## src/design/tm_intf_pkg.sv

```systemverilog
package tm_intf_pkg;

	// Field widths
	localparam int PACKET_ID_W  = 6;
	localparam int QID_W        = 8;
	localparam int CONN_ID_W    = 10;
	localparam int PORT_W       = 4;
	localparam int BUF_PTR_W    = 12;
	localparam int PKT_LEN_W    = 14;
	localparam int READ_COUNT_W = 5;

	// Queued copy: drop, ucast, last, packet id, qid, buffer pointer, port, length
	localparam int COPY_W = 3 + PACKET_ID_W + QID_W + BUF_PTR_W + PORT_W + PKT_LEN_W;

	typedef logic [PACKET_ID_W-1:0]  packet_id_t;
	typedef logic [QID_W-1:0]        qid_t;
	typedef logic [CONN_ID_W-1:0]    conn_id_t;
	typedef logic [PORT_W-1:0]       port_t;
	typedef logic [BUF_PTR_W-1:0]    buf_ptr_t;
	typedef logic [PKT_LEN_W-1:0]    pkt_len_t;
	typedef logic [READ_COUNT_W-1:0] read_count_t;

	// Clearing sweep of the read-count RAM
	typedef enum logic [1:0] {
		INIT_IDLE,
		INIT_CLEAR,
		INIT_DONE
	} init_state_t;

endpackage

```

## src/design/tm_intf_ifs.sv

```systemverilog
`timescale 1ns/1ps

// Polled copy, strobed together with poll_req
interface copy_if;
	logic                   valid;
	tm_intf_pkg::packet_id_t packet_id;
	tm_intf_pkg::qid_t       qid;
	logic                   ucast;
	logic                   last;
	logic                   drop;
	tm_intf_pkg::buf_ptr_t   buf_ptr;
	tm_intf_pkg::port_t      src_port;
	tm_intf_pkg::pkt_len_t   length;

	modport src (output valid, packet_id, qid, ucast, last, drop, buf_ptr, src_port, length);
	modport dst (input valid, packet_id, qid, ucast, last, drop, buf_ptr, src_port, length);
endinterface

// Read-count RAM access, read data one cycle after raddr
interface rc_ram_if;
	tm_intf_pkg::packet_id_t  raddr;
	tm_intf_pkg::read_count_t rdata;
	logic                    wr;
	tm_intf_pkg::packet_id_t  waddr;
	tm_intf_pkg::read_count_t wdata;
	logic                    init_done;

	modport user (output raddr, wr, waddr, wdata, input rdata, init_done);
	modport mem (input raddr, wr, waddr, wdata, output rdata, init_done);
endinterface

// Final-copy buffer release record
interface release_if;
	logic                    valid;
	tm_intf_pkg::read_count_t read_count;
	tm_intf_pkg::buf_ptr_t    buf_ptr;
	tm_intf_pkg::port_t       port;
	tm_intf_pkg::pkt_len_t    length;

	modport src (output valid, read_count, buf_ptr, port, length);
	modport dst (input valid, read_count, buf_ptr, port, length);
endinterface

```

## src/design/sync_fifo.sv

```systemverilog
`timescale 1ns/1ps

module sync_fifo #(
	parameter int WIDTH      = 8,
	parameter int DEPTH_LOG2 = 4
) (
	input  logic                  clk,
	input  logic                  rst_n,
	input  logic                  wr,
	input  logic [WIDTH-1:0]      din,
	input  logic                  rd,
	output logic [WIDTH-1:0]      dout,
	output logic                  empty,
	output logic                  full,
	output logic [DEPTH_LOG2:0]   count
);

	localparam int DEPTH = 2 ** DEPTH_LOG2;

	logic [WIDTH-1:0]      mem [DEPTH];
	logic [DEPTH_LOG2-1:0] wptr;
	logic [DEPTH_LOG2-1:0] rptr;
	logic                  do_wr;
	logic                  do_rd;

	assign empty = (count == '0);
	assign full  = count[DEPTH_LOG2];
	assign dout  = mem[rptr];

	assign do_rd = rd & ~empty;
	// A full FIFO still takes a write when the head leaves in the same cycle
	assign do_wr = wr & (~full | do_rd);

	always_ff @(posedge clk or negedge rst_n) begin
		if (!rst_n) begin
			wptr  <= '0;
			rptr  <= '0;
			count <= '0;
		end else begin
			wptr <= wptr + DEPTH_LOG2'(do_wr);
			rptr <= rptr + DEPTH_LOG2'(do_rd);
			if (do_wr && !do_rd)
				count <= count + 1'b1;
			else if (do_rd && !do_wr)
				count <= count - 1'b1;
		end
	end

	always_ff @(posedge clk) begin
		if (do_wr)
			mem[wptr] <= din;
	end

endmodule

```

## src/design/rep_intake.sv

```systemverilog
`timescale 1ns/1ps

module rep_intake #(
	parameter int INTAKE_DEPTH_LOG2 = 4,
	parameter int BP_ON             = 10,
	parameter int BP_OFF            = 6
) (
	input  logic                    clk,
	input  logic                    rst_n,
	input  logic                    rep_enq_req,
	input  logic                    rep_enq_drop,
	input  logic                    rep_enq_ucast,
	input  logic                    rep_enq_last,
	input  tm_intf_pkg::packet_id_t rep_enq_packet_id,
	input  tm_intf_pkg::qid_t       rep_enq_qid,
	input  tm_intf_pkg::buf_ptr_t   rep_enq_buf_ptr,
	input  tm_intf_pkg::port_t      rep_enq_src_port,
	input  tm_intf_pkg::pkt_len_t   rep_enq_length,
	input  logic                    init_done,
	input  logic                    pend_full,
	output logic                    poll_req,
	output tm_intf_pkg::qid_t       poll_qid,
	output tm_intf_pkg::port_t      poll_src_port,
	output logic                    int_rep_bp,
	copy_if.src                     copy
);

	localparam logic [INTAKE_DEPTH_LOG2:0] BP_ON_CNT  = (INTAKE_DEPTH_LOG2+1)'(BP_ON);
	localparam logic [INTAKE_DEPTH_LOG2:0] BP_OFF_CNT = (INTAKE_DEPTH_LOG2+1)'(BP_OFF);

	logic                              req_d1;
	logic [tm_intf_pkg::COPY_W-1:0]    copy_d1;
	logic [tm_intf_pkg::COPY_W-1:0]    head;
	logic                              empty;
	logic [INTAKE_DEPTH_LOG2:0]        in_count;
	logic                              pop;

	logic                    h_drop;
	logic                    h_ucast;
	logic                    h_last;
	tm_intf_pkg::packet_id_t h_packet_id;
	tm_intf_pkg::qid_t       h_qid;
	tm_intf_pkg::buf_ptr_t   h_buf_ptr;
	tm_intf_pkg::port_t      h_src_port;
	tm_intf_pkg::pkt_len_t   h_length;

	////////////////////////////////////////
	// Intake queue

	always_ff @(posedge clk or negedge rst_n) begin
		if (!rst_n)
			req_d1 <= 1'b0;
		else
			req_d1 <= rep_enq_req;
	end

	always_ff @(posedge clk) begin
		copy_d1 <= {rep_enq_drop, rep_enq_ucast, rep_enq_last, rep_enq_packet_id,
			rep_enq_qid, rep_enq_buf_ptr, rep_enq_src_port, rep_enq_length};
	end

	sync_fifo #(
		.WIDTH      (tm_intf_pkg::COPY_W),
		.DEPTH_LOG2 (INTAKE_DEPTH_LOG2)
	) i_intake_fifo (
		.clk   (clk),
		.rst_n (rst_n),
		.wr    (req_d1),
		.din   (copy_d1),
		.rd    (pop),
		.dout  (head),
		.empty (empty),
		.full  (),
		.count (in_count)
	);

	assign {h_drop, h_ucast, h_last, h_packet_id, h_qid, h_buf_ptr, h_src_port,
		h_length} = head;

	////////////////////////////////////////
	// Poll issue and back-pressure

	// Hold polls until the counters are cleared and the pending queue has room
	assign pop = ~empty & init_done & ~pend_full;

	always_ff @(posedge clk or negedge rst_n) begin
		if (!rst_n) begin
			poll_req   <= 1'b0;
			copy.valid <= 1'b0;
			int_rep_bp <= 1'b0;
		end else begin
			poll_req   <= pop;
			copy.valid <= pop;
			if (in_count > BP_ON_CNT)
				int_rep_bp <= 1'b1;
			else if (in_count < BP_OFF_CNT)
				int_rep_bp <= 1'b0;
		end
	end

	always_ff @(posedge clk) begin
		poll_qid       <= h_qid;
		poll_src_port  <= h_src_port;
		copy.packet_id <= h_packet_id;
		copy.qid       <= h_qid;
		copy.ucast     <= h_ucast;
		copy.last      <= h_last;
		copy.drop      <= h_drop;
		copy.buf_ptr   <= h_buf_ptr;
		copy.src_port  <= h_src_port;
		copy.length    <= h_length;
	end

endmodule

```

## src/design/read_count_ram.sv

```systemverilog
`timescale 1ns/1ps

module read_count_ram (
	input  logic clk,
	input  logic rst_n,
	rc_ram_if.mem ram
);

	localparam int ENTRIES = 2 ** tm_intf_pkg::PACKET_ID_W;

	tm_intf_pkg::read_count_t mem [ENTRIES];
	tm_intf_pkg::init_state_t state;
	tm_intf_pkg::init_state_t state_nxt;
	tm_intf_pkg::packet_id_t  init_addr;

	always_comb begin
		state_nxt = state;
		case (state)
			tm_intf_pkg::INIT_IDLE:  state_nxt = tm_intf_pkg::INIT_CLEAR;
			tm_intf_pkg::INIT_CLEAR: if (&init_addr) state_nxt = tm_intf_pkg::INIT_DONE;
			tm_intf_pkg::INIT_DONE:  state_nxt = tm_intf_pkg::INIT_DONE;
			default:                 state_nxt = tm_intf_pkg::INIT_IDLE;
		endcase
	end

	always_ff @(posedge clk or negedge rst_n) begin
		if (!rst_n) begin
			state     <= tm_intf_pkg::INIT_IDLE;
			init_addr <= '0;
		end else begin
			state <= state_nxt;
			if (state == tm_intf_pkg::INIT_CLEAR)
				init_addr <= init_addr + 1'b1;
		end
	end

	assign ram.init_done = (state == tm_intf_pkg::INIT_DONE);

	// Sweep owns the write port until every entry is zero
	always_ff @(posedge clk) begin
		if (state == tm_intf_pkg::INIT_CLEAR)
			mem[init_addr] <= '0;
		else if (ram.wr)
			mem[ram.waddr] <= ram.wdata;
		ram.rdata <= mem[ram.raddr];
	end

endmodule

```

## src/design/read_count_update.sv

```systemverilog
`timescale 1ns/1ps

module read_count_update #(
	parameter int PEND_DEPTH_LOG2 = 5
) (
	input  logic                    clk,
	input  logic                    rst_n,
	copy_if.dst                     copy,
	input  logic                    poll_ack,
	input  logic                    poll_drop,
	input  tm_intf_pkg::conn_id_t   poll_conn_id,
	output logic                    pend_full,
	rc_ram_if.user                  ram,
	output logic                    enq_req,
	output tm_intf_pkg::qid_t       enq_qid,
	output tm_intf_pkg::conn_id_t   enq_conn_id,
	output tm_intf_pkg::buf_ptr_t   enq_buf_ptr,
	release_if.src                  rel
);

	// Two polls can be in flight between the full check and the pending write
	localparam logic [PEND_DEPTH_LOG2:0] PEND_LIMIT =
		(PEND_DEPTH_LOG2+1)'(2 ** PEND_DEPTH_LOG2 - 2);

	logic [tm_intf_pkg::COPY_W-1:0] pend_head;
	logic [PEND_DEPTH_LOG2:0]       pend_count;

	logic                    p_drop;
	logic                    p_ucast;
	logic                    p_last;
	tm_intf_pkg::packet_id_t p_packet_id;
	tm_intf_pkg::qid_t       p_qid;
	tm_intf_pkg::buf_ptr_t   p_buf_ptr;
	tm_intf_pkg::port_t      p_src_port;
	tm_intf_pkg::pkt_len_t   p_length;

	logic                  ack_d1;
	logic                  drop_d1;
	tm_intf_pkg::conn_id_t conn_id_d1;

	logic                    s1_valid;
	logic                    s1_final;
	logic                    s1_drop;
	tm_intf_pkg::packet_id_t s1_packet_id;
	tm_intf_pkg::qid_t       s1_qid;
	tm_intf_pkg::conn_id_t   s1_conn_id;
	tm_intf_pkg::buf_ptr_t   s1_buf_ptr;
	tm_intf_pkg::port_t      s1_port;
	tm_intf_pkg::pkt_len_t   s1_length;

	tm_intf_pkg::read_count_t stored;
	tm_intf_pkg::read_count_t final_count;

	// Write-back history, index 0 is the write in progress
	logic                     wb_wr   [3];
	tm_intf_pkg::packet_id_t  wb_addr [3];
	tm_intf_pkg::read_count_t wb_data [3];

	////////////////////////////////////////
	// Pending copies, popped in ack order

	sync_fifo #(
		.WIDTH      (tm_intf_pkg::COPY_W),
		.DEPTH_LOG2 (PEND_DEPTH_LOG2)
	) i_pend_fifo (
		.clk   (clk),
		.rst_n (rst_n),
		.wr    (copy.valid),
		.din   ({copy.drop, copy.ucast, copy.last, copy.packet_id, copy.qid,
			copy.buf_ptr, copy.src_port, copy.length}),
		.rd    (ack_d1),
		.dout  (pend_head),
		.empty (),
		.full  (),
		.count (pend_count)
	);

	assign {p_drop, p_ucast, p_last, p_packet_id, p_qid, p_buf_ptr, p_src_port,
		p_length} = pend_head;

	assign pend_full = (pend_count >= PEND_LIMIT);
	assign ram.raddr = p_packet_id;

	always_ff @(posedge clk or negedge rst_n) begin
		if (!rst_n) begin
			ack_d1   <= 1'b0;
			s1_valid <= 1'b0;
			enq_req  <= 1'b0;
			rel.valid <= 1'b0;
			for (int i = 0; i < 3; i++)
				wb_wr[i] <= 1'b0;
		end else begin
			ack_d1   <= poll_ack;
			s1_valid <= ack_d1;
			enq_req  <= s1_valid & ~s1_drop;
			rel.valid <= s1_valid & s1_final;
			wb_wr[0] <= s1_valid;
			wb_wr[1] <= wb_wr[0];
			wb_wr[2] <= wb_wr[1];
		end
	end

	////////////////////////////////////////
	// Count update with forwarding

	// RAM data misses the last writes, so the youngest matching write wins
	always_comb begin
		stored = ram.rdata;
		for (int i = 2; i >= 0; i--) begin
			if (wb_wr[i] && wb_addr[i] == s1_packet_id)
				stored = wb_data[i];
		end
	end

	assign final_count = stored + tm_intf_pkg::read_count_t'(!s1_drop);

	assign ram.wr    = wb_wr[0];
	assign ram.waddr = wb_addr[0];
	assign ram.wdata = wb_data[0];

	always_ff @(posedge clk) begin
		drop_d1    <= poll_drop;
		conn_id_d1 <= poll_conn_id;

		s1_final     <= p_ucast | p_last;
		s1_drop      <= drop_d1 | p_drop;
		s1_packet_id <= p_packet_id;
		s1_qid       <= p_qid;
		s1_conn_id   <= conn_id_d1;
		s1_buf_ptr   <= p_buf_ptr;
		s1_port      <= p_src_port;
		s1_length    <= p_length;

		wb_addr[0] <= s1_packet_id;
		wb_data[0] <= s1_final ? '0 : final_count;
		wb_addr[1] <= wb_addr[0];
		wb_data[1] <= wb_data[0];
		wb_addr[2] <= wb_addr[1];
		wb_data[2] <= wb_data[1];

		enq_qid     <= s1_qid;
		enq_conn_id <= s1_conn_id;
		enq_buf_ptr <= s1_buf_ptr;

		rel.read_count <= final_count;
		rel.buf_ptr    <= s1_buf_ptr;
		rel.port       <= s1_port;
		rel.length     <= s1_length;
	end

endmodule

```

## src/design/release_arbiter.sv

```systemverilog
`timescale 1ns/1ps

module release_arbiter #(
	parameter int REL_DEPTH_LOG2 = 5
) (
	input  logic                     clk,
	input  logic                     rst_n,
	release_if.dst                   rel,
	input  logic                     discard_req,
	input  tm_intf_pkg::buf_ptr_t    discard_buf_ptr,
	input  tm_intf_pkg::port_t       discard_port,
	input  tm_intf_pkg::pkt_len_t    discard_length,
	output logic                     rel_valid,
	output tm_intf_pkg::read_count_t rel_read_count,
	output tm_intf_pkg::buf_ptr_t    rel_buf_ptr,
	output tm_intf_pkg::port_t       rel_port,
	output tm_intf_pkg::pkt_len_t    rel_length
);

	localparam int REL_W = tm_intf_pkg::READ_COUNT_W + tm_intf_pkg::BUF_PTR_W +
		tm_intf_pkg::PORT_W + tm_intf_pkg::PKT_LEN_W;

	logic                     discard_d1;
	tm_intf_pkg::buf_ptr_t    discard_buf_ptr_d1;
	tm_intf_pkg::port_t       discard_port_d1;
	tm_intf_pkg::pkt_len_t    discard_length_d1;

	logic                     q_empty;
	logic                     q_rd;
	tm_intf_pkg::read_count_t q_read_count;
	tm_intf_pkg::buf_ptr_t    q_buf_ptr;
	tm_intf_pkg::port_t       q_port;
	tm_intf_pkg::pkt_len_t    q_length;

	sync_fifo #(
		.WIDTH      (REL_W),
		.DEPTH_LOG2 (REL_DEPTH_LOG2)
	) i_rel_fifo (
		.clk   (clk),
		.rst_n (rst_n),
		.wr    (rel.valid),
		.din   ({rel.read_count, rel.buf_ptr, rel.port, rel.length}),
		.rd    (q_rd),
		.dout  ({q_read_count, q_buf_ptr, q_port, q_length}),
		.empty (q_empty),
		.full  (),
		.count ()
	);

	// Discard takes the output slot, the queue waits
	assign q_rd = ~discard_d1 & ~q_empty;

	always_ff @(posedge clk or negedge rst_n) begin
		if (!rst_n) begin
			discard_d1 <= 1'b0;
			rel_valid  <= 1'b0;
		end else begin
			discard_d1 <= discard_req;
			rel_valid  <= discard_d1 | ~q_empty;
		end
	end

	always_ff @(posedge clk) begin
		discard_buf_ptr_d1 <= discard_buf_ptr;
		discard_port_d1    <= discard_port;
		discard_length_d1  <= discard_length;

		rel_read_count <= discard_d1 ? '0 : q_read_count;
		rel_buf_ptr    <= discard_d1 ? discard_buf_ptr_d1 : q_buf_ptr;
		rel_port       <= discard_d1 ? discard_port_d1 : q_port;
		rel_length     <= discard_d1 ? discard_length_d1 : q_length;
	end

endmodule

```

## src/design/tm_intf_top.sv

```systemverilog
`timescale 1ns/1ps

module tm_intf_top #(
	parameter int INTAKE_DEPTH_LOG2 = 4,
	parameter int PEND_DEPTH_LOG2   = 5,
	parameter int REL_DEPTH_LOG2    = 5,
	parameter int BP_ON             = 10,
	parameter int BP_OFF            = 6
) (
	input  logic                     clk,
	input  logic                     rst_n,

	// Replicated copies
	input  logic                     rep_enq_req,
	input  logic                     rep_enq_drop,
	input  logic                     rep_enq_ucast,
	input  logic                     rep_enq_last,
	input  tm_intf_pkg::packet_id_t  rep_enq_packet_id,
	input  tm_intf_pkg::qid_t        rep_enq_qid,
	input  tm_intf_pkg::buf_ptr_t    rep_enq_buf_ptr,
	input  tm_intf_pkg::port_t       rep_enq_src_port,
	input  tm_intf_pkg::pkt_len_t    rep_enq_length,
	output logic                     int_rep_bp,

	// TM poll and enqueue
	output logic                     poll_req,
	output tm_intf_pkg::qid_t        poll_qid,
	output tm_intf_pkg::port_t       poll_src_port,
	input  logic                     poll_ack,
	input  logic                     poll_drop,
	input  tm_intf_pkg::conn_id_t    poll_conn_id,
	output logic                     enq_req,
	output tm_intf_pkg::qid_t        enq_qid,
	output tm_intf_pkg::conn_id_t    enq_conn_id,
	output tm_intf_pkg::buf_ptr_t    enq_buf_ptr,

	// Discard and buffer release
	input  logic                     discard_req,
	input  tm_intf_pkg::buf_ptr_t    discard_buf_ptr,
	input  tm_intf_pkg::port_t       discard_port,
	input  tm_intf_pkg::pkt_len_t    discard_length,
	output logic                     rel_valid,
	output tm_intf_pkg::read_count_t rel_read_count,
	output tm_intf_pkg::buf_ptr_t    rel_buf_ptr,
	output tm_intf_pkg::port_t       rel_port,
	output tm_intf_pkg::pkt_len_t    rel_length
);

	logic pend_full;

	copy_if    copy ();
	rc_ram_if  ram ();
	release_if rel ();

	rep_intake #(
		.INTAKE_DEPTH_LOG2 (INTAKE_DEPTH_LOG2),
		.BP_ON             (BP_ON),
		.BP_OFF            (BP_OFF)
	) i_rep_intake (
		.init_done (ram.init_done),
		.*
	);

	read_count_update #(
		.PEND_DEPTH_LOG2 (PEND_DEPTH_LOG2)
	) i_read_count_update (
		.*
	);

	read_count_ram i_read_count_ram (
		.*
	);

	release_arbiter #(
		.REL_DEPTH_LOG2 (REL_DEPTH_LOG2)
	) i_release_arbiter (
		.*
	);

endmodule

```

## config.mk

```make
export PLATFORM = sky130hd
export DESIGN_NAME = tm_intf_top
export DESIGN_NICKNAME = d
export VERILOG_FILES = /design/src/design/tm_intf_pkg.sv /design/src/design/tm_intf_ifs.sv /design/src/design/sync_fifo.sv /design/src/design/rep_intake.sv /design/src/design/read_count_ram.sv /design/src/design/read_count_update.sv /design/src/design/release_arbiter.sv /design/src/design/tm_intf_top.sv
export SDC_FILE = /design/constraint.sdc
export NUM_CORES = 2
export LEC_CHECK = 0
export BUFFER_PORTS_ARGS = -buffer_cell sky130_fd_sc_hd__buf_2
export CELL_PAD_IN_SITES_DETAIL_PLACEMENT = 0
export CELL_PAD_IN_SITES_GLOBAL_PLACEMENT = 1
export CORE_AREA = 2 2 739 373
export CTS_CLUSTER_DIAMETER = 120
export DETAILED_ROUTE_END_ITERATION = 10
export DIE_AREA = 0 0 741 375
export PLACE_DENSITY_LB_ADDON = 0.1
export SETUP_SLACK_MARGIN = 0.4
export SKIP_CTS_REPAIR_TIMING = 1
export SLEW_MARGIN = 20
export SYNTH_ARGS = -nofsm -noshare
export SYNTH_HDL_FRONTEND = slang
export SYNTH_SLANG_ARGS = --single-unit
```

## constraint.sdc

```tcl
create_clock -name clk -period 7.3 [get_ports clk]
set_input_delay 0.365 -clock clk [delete_from_list [all_inputs] [get_ports clk]]
set_output_delay 0.365 -clock clk [all_outputs]
set_load 0.03 [all_outputs]
```

==> results.cfg <==
[synth]
async_flop_share = 0.0159
avgSynthCellArea_um2 = 21.9
netlist_area_um2 = 151000
synth_cells = 6913
ys_seq_area_frac = 0.786
synth_nets = 7042
ys_types = 66
ys_seq_elements = 4078
ys.flop_type = edfxtp_1
yosysWarnings = 0
synth_edf_count = 3696

[cells_and_area]
fin_nets = 7490
final_cell_mix = 3696 x edfxtp_1, 863 x mux4_2, 362 x clkbuf_16, 351 x mux2i_1, 300 x dfxtp_1
nFillCells = 18300
utilization = 0.624
drive_above_1_share = 0.260
area_growth_pct = 12.3
final_common_cell = edfxtp_1
multi_input_area_um2 = 31600
regArea_um2 = 119000

[sta]
tightest_slew_ns = 1.37
rsz0062_at_grt = no
final.min_clock_period_ns = 5.20
hold_violations = 0
max_slew_margin = 0.0898
setup_ws_ns = 2.10
fin_crit_sh = 0.713
fmax_mhz = 192
drv_slew = 0
setup_viol = 0
finClkSkew_ns = 0.0389
whs_ns = 0.0966
finalSetupTns_ns = 0

[route]
drt_iter0_drc = 10300
drcViolationCount = 0
viasPerCell = 6.47
first_pass_iters = 6
wl_per_cell_um = 33.0
routed_wl_um = 373000
via_count = 73100
postRouteAntennaNets = 0

[setup_path]
crit_path_max_fanout = 132
slowest_stage = dfrtp_4
required_ns = 8.08
critical_path_arrival_ns = 5.98
worstSetupPathType = flip-flop to flip-flop
endpoint_kind = flip-flop
cp_cell_sequence = buf_12, buf_4, buf_4, mux4_2, mux4_2, mux2_2
critPathLaunchType = flip-flop
cpPeakStageDelay_ns = 0.98

[grt]
grt_overflow = 0
grt-busiest-layer = met1
grt_max_degree = 147
global_route.usage.met3 = 0.0630
grt_pass1_vias = 70900
antenna_found_initial = 6
grt_use_total = 0.267
gr-usage-met2 = 0.355
use_met1 = 0.455
grt_pass1_wl_um = 526000

[outcome]
status = finished clean

[power]
pwr-share-seq = 0.523
power_mw = 51.1
switchingPower_mw = 11.8
powerDensity_nw_per_um2 = 300
p_comb_frac = 0.107
leakagePower_nw = 52.6
pwr-share-clk = 0.370
p_int_mw = 39.3
ir_worst_vdd_v = 0.000300
p_sw_frac = 0.231

[placed_design]
post-dp-hpwl_um = 203000
portBuffers = 173
gp_congestion = 0.825
preCtsSetupSlack_ns = 2.24

[clocking]
cts_tree = done
clkSinkCount = 4078
clk_pin_slew_worst_paths_ns = 0.07
cts_root_buffer = clkbuf_16
clock_latency_ns = 0.90
numCtsBuffers = 349
htree_num_levels = 5
clockBufferDepth = 4

[floorplan]
die_w_um = 741
initial_core_util = 0.556
num_rows = 136
die_h_um = 375
dieArea_um2 = 278000
io_pins = 174
coreArea_um2 = 272000

[run]
cap_violations = 0

[hold_path]
hp-class = input pin to asynchronous set/reset pin
==> critical path: cells and delay by family, from the launching register on <==
family	cells	cell delay [ns]
flip-flops	1	0.98
multiplexers	3	1.23
buffers and inverters	3	2.24
==> power groups by stage <==
| stage | clock network [mW] | registers [mW] | logic (mW) |
|---|---|---|---|
| 6_report | 18.9 | 26.7 | 5.47 |
| 5_1_grt | 20.1 | 26.8 | 5.77 |
| 4_1_cts | 19.2 | 26.7 | 5.48 |
| 3_5_place_dp | 0 | 27.2 | 5.47 |
| 3_3_place_gp | 0 | 27.2 | 5.45 |
| 2_1_floorplan | 0 | 27.0 | 3.74 |
==> layout make-up <==
type                            instances  share of cell area
Tap cell                             3657              0.0269
Clock inverter                        155             0.00978
Clock buffer                          480              0.0577
Inverter                               20            0.000441
Multi-Input combinational cell       2471               0.186
Antenna cell                            4           0.0000589
Timing Repair Buffer                  441              0.0192
Sequential cell                      4078               0.700
==> metal layers <==
metal | routed length, um | part of all wire | up-vias
met5 | 0 | 0 | -
met4 | 5660 | 0.015 | 0
met3 | 41300 | 0.11 | 412
met2 | 155000 | 0.41 | 3927
met1 | 172000 | 0.46 | 39300
li1 | - | - | 29500
==> flip-flops by register name, summed over array words and instances (netlist names), 8 cells and up <==
| signal | cells |
|---|---|
| i_read_count_update.s1_conn_id | 10 |
| i_read_count_update.s1_qid | 8 |
| i_read_count_update.rel.buf_ptr | 12 |
| i_read_count_update.conn_id_d1 | 10 |
| i_rep_intake.i_intake_fifo.mem | 752 |
| i_read_count_update.i_pend_fifo.mem | 1504 |
| i_release_arbiter.discard_buf_ptr_d1 | 12 |
| i_rep_intake.copy_d1 | 47 |
| i_read_count_update.s1_length | 14 |
| i_rep_intake.copy.length | 14 |
| i_read_count_update.wb_addr | 18 |
| i_rep_intake.copy.qid | 8 |
| i_release_arbiter.discard_length_d1 | 14 |
| i_rep_intake.copy.buf_ptr | 12 |
| i_read_count_ram.mem | 320 |
| i_read_count_update.enq_qid | 8 |
| i_read_count_update.s1_buf_ptr | 12 |
| i_release_arbiter.rel_length | 14 |
| i_release_arbiter.rel_buf_ptr | 12 |
| i_read_count_update.wb_data | 15 |
| i_read_count_update.rel.length | 14 |
| i_release_arbiter.i_rel_fifo.mem | 1120 |
| i_read_count_update.enq_conn_id | 10 |
==> cell families after synthesis <==
kind of cell | count (synthesis) | share of synthesized area
flops | 4078 | 0.786
mux | 1339 | 0.161
compound gates | 486 | 0.0208
buf+inv | 364 | 0.00961
fa+ha+maj | 36 | 0.00312
simple gates | 551 | 0.0164
xor+xnor | 59 | 0.00341
==> synth_stat cells, drive strengths merged, types with 3 or more instances <==
master / instances / share of area
nor2: 196 / 0.0049
dfxtp: 317 / 0.042
fa: 3 / 0.00040
mux4: 863 / 0.13
mux2i: 352 / 0.023
nand2: 177 / 0.0044
xor2: 22 / 0.0013
xnor2: 37 / 0.0021
nor2b: 15 / 0.00062
o22a: 10 / 0.00058
a21o: 4 / 0.00020
nand3: 60 / 0.0020
nand4: 12 / 0.00050
buf: 132 / 0.0039
and3: 10 / 0.00041
o22ai: 12 / 0.00050
nor3: 17 / 0.00056
ha: 33 / 0.0027
a2111oi: 10 / 0.00078
nand2b: 10 / 0.00041
clkbuf: 212 / 0.0053
a41oi: 10 / 0.00058
a22oi: 58 / 0.0029
or3: 6 / 0.00025
o32ai: 10 / 0.00058
mux2: 124 / 0.0095
o21bai: 3 / 0.00015
a221oi: 47 / 0.0027
a221o: 10 / 0.00066
or3b: 7 / 0.00040
o21ai: 174 / 0.0058
nand3b: 15 / 0.00074
dfrtp: 65 / 0.011
a211oi: 26 / 0.0013
inv: 19 / 0.00047
nor4: 4 / 0.00017
a21oi: 89 / 0.0029
edfxtp: 3696 / 0.73
and2: 11 / 0.00045
o31ai: 13 / 0.00064
or4: 3 / 0.00015
==> path summary, 6_finish.rpt <==
path                                                         start                                    to  slack, ns  depth (start not counted)
max in group asynchronous                                    rst_n  i_release_arbiter.i_rel_fifo.rptr[0]       6.53                          2
hold reg to reg                  i_read_count_update.conn_id_d1[2]     i_read_count_update.s1_conn_id[2]       0.31                          0
setup / recovery           i_read_count_update.i_pend_fifo.rptr[1]        i_read_count_update.s1_port[2]       2.10                          6
hold / removal                                               rst_n         i_read_count_ram.init_addr[0]        0.1                          2
min in group clk                                 rep_enq_length[7]               i_rep_intake.copy_d1[7]       0.10                          2
setup reg to reg           i_read_count_update.i_pend_fifo.rptr[1]        i_read_count_update.s1_port[2]       2.10                          6
==> metrics by stage <==
| step | cell area, um^2 | instances |
|---|---|---|
| global route | 170000 | 11300 |
| CTS | 169000 | 11200 |
| detailed placement | 158000 | 10600 |
| finish | 170000 | 11300 |
| floorplan | 151000 | 6913 |
| global placement | 158000 | 10600 |
Power figures use the tool's default switching activity.
